`config.mk`:
```
export PLATFORM = sky130hd
export DESIGN_NAME = hist_builder
export DESIGN_NICKNAME = d
export VERILOG_FILES = /design/src/hist_pkg.sv /design/src/hist_bin_ram.sv /design/src/hist_builder.sv /design/src/hist_readout.sv /design/src/hist_seq_fsm.sv
export VERILOG_INCLUDE_DIRS = /design/src
export SDC_FILE = /design/constraint.sdc
export NUM_CORES = 1
export LEC_CHECK = 0
export ABC_AREA = 0
export BUFFER_PORTS_ARGS = -buffer_cell sky130_fd_sc_hd__buf_2
export CORE_MARGIN = 1
export CORE_UTILIZATION = 60
export DETAILED_ROUTE_END_ITERATION = 8
export GPL_TIMING_DRIVEN = 0
export PLACE_DENSITY = 0.83
export SYNTH_ARGS = -nofsm -noshare
export SYNTH_HDL_FRONTEND = slang
export SYNTH_SLANG_ARGS = --single-unit
```
`constraint.sdc`:
```
create_clock -name clk -period 2.9 [get_ports clk]
set_input_delay 0.58 -clock clk [delete_from_list [all_inputs] [get_ports clk]]
set_output_delay 0.58 -clock clk [all_outputs]
set_load 0.01 [all_outputs]
```
`src/hist_macros.svh`:
```
`ifndef HIST_MACROS_SVH
`define HIST_MACROS_SVH

// bin address width.
`define HIST_NB 4

// number of histogram bins.
`define HIST_BIN_NUM (1 << `HIST_NB)

// width of one bin count, counts saturate at all ones.
`define HIST_PEAK_MAX 8

// events that make up one pixel.
`define HIST_DATA_NUM 4

// pixels that make up one acquisition.
`define HIST_PIXEL_NUM 8

// acquisitions that complete one histogram.
`define HIST_ACQ_NUM 10

`endif

```
`src/hist_pkg.sv`:
```
`include "hist_macros.svh"

package hist_pkg;

    // sequencer states.
    typedef enum logic [2:0] {
        CLEAR_ALL   = 3'd0, // zero every bin.
        INPUT_COUNT = 3'd1, // accepting events within a pixel.
        PIXEL_COUNT = 3'd2, // last event closed a pixel.
        ACQ_COUNT   = 3'd3, // last event closed an acquisition.
        DRAIN       = 3'd4, // wait for the increment pipeline to empty.
        READOUT     = 3'd5  // stream every bin out.
    } hist_state_e;

    // one timing event.
    typedef struct packed {
        logic [`HIST_NB-1:0] addr; // time bin.
    } hist_event_t;

    // one output bin.
    typedef struct packed {
        logic [`HIST_NB-1:0]       idx;
        logic [`HIST_PEAK_MAX-1:0] count;
    } hist_bin_t;

endpackage

```
`src/hist_bin_ram.sv`:
```
`timescale 1ns/1ps
`include "hist_macros.svh"

module hist_bin_ram (
    input  logic                  clk,
    input  logic                  res,
    input  logic                  inc_en,
    input  hist_pkg::hist_event_t inc_ev,
    input  logic                  clr_en,
    input  logic [`HIST_NB-1:0]   clr_addr,
    input  logic                  rd_en,
    input  logic [`HIST_NB-1:0]   rd_addr,
    input  logic                  rd_last,
    output logic                  ram_idle,
    output logic                  rd_valid,
    output logic                  rd_last_q,
    output hist_pkg::hist_bin_t   rd_bin
);

    logic [`HIST_PEAK_MAX-1:0] mem [`HIST_BIN_NUM];

    logic                      s1_v, s2_v;
    logic [`HIST_NB-1:0]       s1_addr, s2_addr;
    logic [`HIST_PEAK_MAX-1:0] s2_count;
    logic [`HIST_PEAK_MAX-1:0] cur, nxt;
    logic                      rd_go, clr_go;

    assign ram_idle = !s1_v && !s2_v;
    assign rd_go    = rd_en && ram_idle;
    assign clr_go   = clr_en && ram_idle;

    // take the count still waiting in stage 2 when it hits the same bin.
    assign cur = (s2_v && (s2_addr == s1_addr)) ? s2_count : mem[s1_addr];
    assign nxt = (&cur) ? cur : cur + 1'b1; // saturate.

    always_ff @(posedge clk or negedge res) begin
        if (!res) begin
            s1_v      <= 1'b0;
            s2_v      <= 1'b0;
            rd_valid  <= 1'b0;
            rd_last_q <= 1'b0;
        end else begin
            s1_v      <= inc_en;
            s2_v      <= s1_v;
            rd_valid  <= rd_go;
            rd_last_q <= rd_go && rd_last;
        end
    end

    always_ff @(posedge clk) begin
        s1_addr  <= inc_ev.addr;
        s2_addr  <= s1_addr;
        s2_count <= nxt;
        if (rd_go) begin
            rd_bin.idx   <= rd_addr;
            rd_bin.count <= mem[rd_addr];
        end
        if (clr_go) mem[clr_addr] <= '0;
        else if (s2_v) mem[s2_addr] <= s2_count;
    end

endmodule

```
`src/hist_builder.sv`:
```
`timescale 1ns/1ps
`include "hist_macros.svh"

module hist_builder (
    input  logic                clk,
    input  logic                res,
    input  logic                wr_en,
    input  logic [`HIST_NB-1:0] addr,
    output logic                busy,
    output logic                bin_valid,
    output logic                data_finish,
    output hist_pkg::hist_bin_t bin_out
);

    hist_pkg::hist_event_t ev;
    hist_pkg::hist_event_t inc_ev;
    hist_pkg::hist_bin_t   rd_bin;

    logic                inc_en, clr_en, rd_en, rd_last;
    logic [`HIST_NB-1:0] clr_addr, rd_addr;
    logic                ram_idle, rd_valid, rd_last_q;

    assign ev.addr = addr;

    hist_seq_fsm i_hist_seq_fsm (
        .clk      (clk),
        .res      (res),
        .wr_en    (wr_en),
        .ev       (ev),
        .ram_idle (ram_idle),
        .busy     (busy),
        .inc_en   (inc_en),
        .inc_ev   (inc_ev),
        .clr_en   (clr_en),
        .clr_addr (clr_addr),
        .rd_en    (rd_en),
        .rd_addr  (rd_addr),
        .rd_last  (rd_last)
    );

    hist_bin_ram i_hist_bin_ram (
        .clk       (clk),
        .res       (res),
        .inc_en    (inc_en),
        .inc_ev    (inc_ev),
        .clr_en    (clr_en),
        .clr_addr  (clr_addr),
        .rd_en     (rd_en),
        .rd_addr   (rd_addr),
        .rd_last   (rd_last),
        .ram_idle  (ram_idle),
        .rd_valid  (rd_valid),
        .rd_last_q (rd_last_q),
        .rd_bin    (rd_bin)
    );

    hist_readout i_hist_readout (
        .clk         (clk),
        .res         (res),
        .rd_valid    (rd_valid),
        .rd_last_q   (rd_last_q),
        .rd_bin      (rd_bin),
        .bin_valid   (bin_valid),
        .data_finish (data_finish),
        .bin_out     (bin_out)
    );

endmodule

```
`src/hist_readout.sv`:
```
`timescale 1ns/1ps

module hist_readout (
    input  logic                clk,
    input  logic                res,
    input  logic                rd_valid,
    input  logic                rd_last_q,
    input  hist_pkg::hist_bin_t rd_bin,
    output logic                bin_valid,
    output logic                data_finish,
    output hist_pkg::hist_bin_t bin_out
);

    // strobes, cleared on reset.
    always_ff @(posedge clk or negedge res) begin
        if (!res) begin
            bin_valid   <= 1'b0;
            data_finish <= 1'b0;
        end else begin
            bin_valid   <= rd_valid;
            data_finish <= rd_valid && rd_last_q; // marks the top bin.
        end
    end

    // bin payload holds its last value between streams.
    always_ff @(posedge clk) begin
        if (rd_valid) begin
            bin_out <= rd_bin;
        end
    end

endmodule

```
`src/hist_seq_fsm.sv`:
```
`timescale 1ns/1ps
`include "hist_macros.svh"

module hist_seq_fsm (
    input  logic                  clk,
    input  logic                  res,
    input  logic                  wr_en,
    input  hist_pkg::hist_event_t ev,
    input  logic                  ram_idle,
    output logic                  busy,
    output logic                  inc_en,
    output hist_pkg::hist_event_t inc_ev,
    output logic                  clr_en,
    output logic [`HIST_NB-1:0]   clr_addr,
    output logic                  rd_en,
    output logic [`HIST_NB-1:0]   rd_addr,
    output logic                  rd_last
);

    localparam int IN_W  = $clog2(`HIST_DATA_NUM);
    localparam int PIX_W = $clog2(`HIST_PIXEL_NUM);
    localparam int ACQ_W = $clog2(`HIST_ACQ_NUM);

    localparam logic [IN_W-1:0]  IN_MAX  = IN_W'(`HIST_DATA_NUM - 1);
    localparam logic [PIX_W-1:0] PIX_MAX = PIX_W'(`HIST_PIXEL_NUM - 1);
    localparam logic [ACQ_W-1:0] ACQ_MAX = ACQ_W'(`HIST_ACQ_NUM - 1);

    hist_pkg::hist_state_e state, next_state;

    logic [IN_W-1:0]     in_cnt;
    logic [PIX_W-1:0]    pix_cnt;
    logic [ACQ_W-1:0]    acq_cnt;
    logic [`HIST_NB-1:0] ca_cnt; // shared clear and read address.

    logic accept;
    logic in_last, pix_last, acq_last, ca_last;

    assign busy = (state == hist_pkg::CLEAR_ALL) || (state == hist_pkg::DRAIN) ||
                  (state == hist_pkg::READOUT);
    assign accept = wr_en && !busy;

    assign in_last  = (in_cnt == IN_MAX);
    assign pix_last = (pix_cnt == PIX_MAX);
    assign acq_last = (acq_cnt == ACQ_MAX);
    assign ca_last  = &ca_cnt;

    always_ff @(posedge clk or negedge res) begin
        if (!res) begin
            state <= hist_pkg::CLEAR_ALL;
        end else begin
            state <= next_state;
        end
    end

    always_comb begin
        next_state = state;
        case (state)
            hist_pkg::CLEAR_ALL: begin
                if (ca_last) next_state = hist_pkg::INPUT_COUNT;
            end
            hist_pkg::INPUT_COUNT, hist_pkg::PIXEL_COUNT, hist_pkg::ACQ_COUNT: begin
                if (accept) begin
                    if (in_last && pix_last && acq_last) next_state = hist_pkg::DRAIN;
                    else if (in_last && pix_last) next_state = hist_pkg::ACQ_COUNT;
                    else if (in_last) next_state = hist_pkg::PIXEL_COUNT;
                    else next_state = hist_pkg::INPUT_COUNT;
                end
            end
            hist_pkg::DRAIN: begin
                if (ram_idle) next_state = hist_pkg::READOUT;
            end
            hist_pkg::READOUT: begin
                if (ca_last) next_state = hist_pkg::CLEAR_ALL;
            end
            default: next_state = hist_pkg::CLEAR_ALL;
        endcase
    end

    // event counters, each wraps and steps the next one.
    always_ff @(posedge clk or negedge res) begin
        if (!res) begin
            in_cnt  <= '0;
            pix_cnt <= '0;
            acq_cnt <= '0;
        end else if (accept) begin
            in_cnt <= in_last ? '0 : in_cnt + 1'b1;
            if (in_last) begin
                pix_cnt <= pix_last ? '0 : pix_cnt + 1'b1;
                if (pix_last) acq_cnt <= acq_last ? '0 : acq_cnt + 1'b1;
            end
        end
    end

    always_ff @(posedge clk or negedge res) begin
        if (!res) begin
            ca_cnt <= '0;
        end else if (clr_en || rd_en) begin
            ca_cnt <= ca_cnt + 1'b1; // wraps to 0 after the top bin.
        end
    end

    assign inc_en   = accept;
    assign inc_ev   = ev;
    assign clr_en   = (state == hist_pkg::CLEAR_ALL);
    assign clr_addr = ca_cnt;
    assign rd_en    = (state == hist_pkg::READOUT);
    assign rd_addr  = ca_cnt;
    assign rd_last  = rd_en && ca_last;

endmodule

```
==> flow_summary.ini <==
[clock_tree]
worstSkewPairLatency_ps = 440
clockBufferDepth = 2
clock_tree.root_cell = sky130_fd_sc_hd__clkbuf_16
htreeDepth = 4
clk_pin_slew_worst_paths_ps = 70
cts_tree = done
cts_sinks = 190
ctsHoldBuffers = 0
cts-buffers-inserted = 17

[synth]
yosys_most_used_dff = sky130_fd_sc_hd__edfxtp_1
synth.yosys.warnings = 0
ys_ff_latch = 190
synthDistinctLibCells = 53
mappedNetlistNets = 503
synth_sequential_area_ratio = 0.640
synthArstFlopShare = 0.116
number_of_flops_mapped_to_enable_cells_by_yosys = 152
synth_area_sq_um = 8490
postSynthCellCount = 491
synthesis.area_per_instance_sq_um = 17.3

[global_routing]
antenna_found_initial = 0
track_usage = 0.308
grt_max_degree = 23
first_global_vias = 5090
grt_first_pass_wirelength_microns = 30900
total_grt_overflow = 0

[die]
dieArea_sq_um = 14600
dieHeight_microns = 121
area_of_the_core_sq_um = 13800
io_pins = 22
initial_utilization = 0.614
die_width_microns = 121
fp-row-count = 43

[critical_path]
r2r_end = i_hist_bin_ram.mem[8][1]
critical_path_peak_fanout = 10
cp_cell_sequence = clkbuf_1, o41ai_1, nand2_1, nor2_2
startpoint_of_the_worst_register_to_register_path = i_hist_seq_fsm.state[2]
cp_capture_type = flip-flop
timing.critical_path.required_ps = 2970
r2r_cells = 4
regToRegSetupSlack_ps = 20
timing.critical_path.slowest_stage_cell = sky130_fd_sc_hd__nor2_2
crit_buf_inv = 1
crit_end = i_hist_bin_ram.mem[8][1]
timing.critical_path.slowest_cell_delay_ps = 800
crit_arrival_ps = 2950
setup_crit_start = i_hist_seq_fsm.state[2]
worstSetupPathDepth = 4
cp-start-kind = flip-flop
worstSetupPathType = reg2reg
critical_path.top_delay_family = simple AND/OR/NAND/NOR gates

[layout]
layout.cell_area.non_filler_sq_um = 9570
filler_cell_count = 896
diodes = 0
stdcell_count = 728
flow.area_growth_from_synthesis_pct = 12.7
drive_gt1_frac = 0.318
design.final.nets = 547

[route]
route.detailed.wl_per_inst_microns = 28.3
drt_first_pass_iters = 5
dr.first_iter.drc_count = 655
remaining_routing_drc_violations = 0
viasPerCell = 6.93
drt-total-wl_microns = 20600
route.vias.total = 5044
antenna_violating_nets_post_route = 0

[placement]
dp.cells = 692
preCtsSetupSlack_ps = -355
routabilityCongestion = 0.900
place.detailed.hpwl_microns = 12900
instance_area_at_placement_sq_um = 8820
port_buffers = 21

[timing]
final_min_period_over_clock_period = 0.995
max_slew.worst_pin.slew_ps = 1260
timing.fmax_ghz = 0.347
setup_viol = 0
hold_viol_final = 0
rsz0062_at_grt = true
clock_skew_ps = 8.58
maxSlewHeadroom = 0.159
period_needed_ps = 2880
fin_ws_ps = 15.6
slew_violations = 0

[run]
drv.max_cap_violation_count = 0

[power]
design_power_total_mw = 7.78
max-vdd-ir-drop_v = 0.000518
leakage_nw = 3.25
power_density_nw_per_um2 = 813

[run_status]
result_of_the_run = finished clean

[worst_hold_path]
hold_class = in2async
[cell type report]
type                       instances  area [sq um]  area share
tap                              180           225      0.0235
inverter                          13          48.8     0.00510
clock inverter                    12           120      0.0126
multi-input combinational        262          2990       0.313
clock buffer                      20           437      0.0456
sequential                       190          5440       0.568
buffer                            25           166      0.0174
timing repair buffer              26           143      0.0149
[placed cells by master (no fill, tap or decap), types with 7 or more instances in the layout]
cell type / n
sky130_fd_sc_hd__nor2_1: 22
sky130_fd_sc_hd__clkbuf_1: 11
sky130_fd_sc_hd__nand3_1: 13
sky130_fd_sc_hd__dfxtp_1: 15
sky130_fd_sc_hd__nor3_1: 12
sky130_fd_sc_hd__o21ai_0: 7
sky130_fd_sc_hd__clkbuf_16: 17
sky130_fd_sc_hd__nor2_4: 12
sky130_fd_sc_hd__xnor2_1: 8
sky130_fd_sc_hd__buf_2: 24
sky130_fd_sc_hd__mux4_2: 66
sky130_fd_sc_hd__a21oi_1: 9
sky130_fd_sc_hd__dfrtp_1: 22
sky130_fd_sc_hd__buf_4: 8
sky130_fd_sc_hd__inv_1: 12
sky130_fd_sc_hd__nand2_1: 25
sky130_fd_sc_hd__and2_1: 10
sky130_fd_sc_hd__edfxtp_1: 152
[cells in the mapped netlist (4+ instances only)]
cell                       count  area (sq um)
sky130_fd_sc_hd__a21oi_1       9          45.0
sky130_fd_sc_hd__a22oi_1       4          30.0
sky130_fd_sc_hd__a31oi_1       5          31.3
sky130_fd_sc_hd__and2_1       11          68.8
sky130_fd_sc_hd__buf_2         5          25.0
sky130_fd_sc_hd__clkbuf_1     14          52.6
sky130_fd_sc_hd__dfrtp_1      22           551
sky130_fd_sc_hd__dfxtp_1      16           320
sky130_fd_sc_hd__edfxtp_1    152          4560
sky130_fd_sc_hd__ha_1          5          62.6
sky130_fd_sc_hd__inv_1        12          45.0
sky130_fd_sc_hd__mux2_2        4          45.0
sky130_fd_sc_hd__mux4_1        6           158
sky130_fd_sc_hd__mux4_2       66          1490
sky130_fd_sc_hd__nand2_1      25          93.8
sky130_fd_sc_hd__nand3_1      13          65.1
sky130_fd_sc_hd__nor2_1       38           143
sky130_fd_sc_hd__nor2b_1       6          37.5
sky130_fd_sc_hd__nor3_1       12          60.1
sky130_fd_sc_hd__o21ai_0       9          45.0
sky130_fd_sc_hd__xnor2_1       8          70.1
[worst min path at each step]
stage,slack (ps),start,to
after global placement,340,i_hist_bin_ram.s1_addr[3],i_hist_bin_ram.s2_addr[3]
after detailed placement,350,i_hist_bin_ram.s1_addr[3],i_hist_bin_ram.s2_addr[3]
after floorplan,280,res,i_hist_bin_ram.rd_last_q
after CTS,100,res,i_hist_seq_fsm.acq_cnt[3]
after global routing,120,res,i_hist_seq_fsm.acq_cnt[2]
final,90,res,i_hist_seq_fsm.acq_cnt[0]
[metrics by stage]
step / utilization / hold slack [ps] / TNS (ps)
after floorplan: - / 284 / 0
after global placement: 0.638 / 343 / -20090
after global routing: 0.692 / 122 / -777
after detailed placement: 0.638 / 351 / -30140
after CTS: 0.687 / 95.1 / 0
final: 0.692 / 93.9 / 0
[worst register-to-register path, stage by stage, from the launching register on]
cell                       delay [ps]
sky130_fd_sc_hd__dfrtp_1          390
sky130_fd_sc_hd__clkbuf_1         210
sky130_fd_sc_hd__o41ai_1          670
sky130_fd_sc_hd__nand2_1          430
sky130_fd_sc_hd__nor2_2           800
[kinds of logic after synthesis]
logic type,count (synthesis),synth area share
adders and majority gates,5,0.00737
buffers and inverters,39,0.0228
DFF,190,0.640
xor gates and xnor gates,11,0.0113
muxes,83,0.212
and+or+nand+nor,117,0.0681
AOI/OAI and AO/OA,46,0.0386
[where the power goes]
group	total, mW	leakage [nW]	internal (mW)	switching (mW)
clock network	2.22	0.255	1.26	0.967
registers	3.45	1.81	3.30	0.157
logic	2.10	1.19	0.896	1.21
total	7.78	3.25	5.45	2.33
[routing by layer]
| metal | wire (microns) | vias to the layer above | GRT usage |
|---|---|---|---|
| met5 | 0 | - | 0 |
| met4 | 898 | 0 | 0.160 |
| met3 | 1920 | 72 | 0.0808 |
| met2 | 10300 | 341 | 0.493 |
| met1 | 7480 | 2568 | 0.390 |
| li1 | - | 2063 | - |
[repair_timing]
| action | in CTS | in global routing |
|---|---|---|
| pin swaps | 0 | 3 |
| resized for setup | 32 | 17 |
| buffers inserted | 3 | 2 |
| setup endpoints to repair | 144 | 98 |
[sequential cells by signal, summed over array words and instances, names as in the netlist, 4 cells and up]
register                 cells
i_hist_bin_ram.s2_count      8
i_hist_bin_ram.mem         128
i_hist_bin_ram.s1_addr       4
i_hist_seq_fsm.acq_cnt       4
i_hist_bin_ram.s2_addr       4
i_hist_seq_fsm.clr_addr      4
i_hist_bin_ram.rd_bin       12
i_hist_readout.bin_out      12
Power figures use the tool's default switching activity.
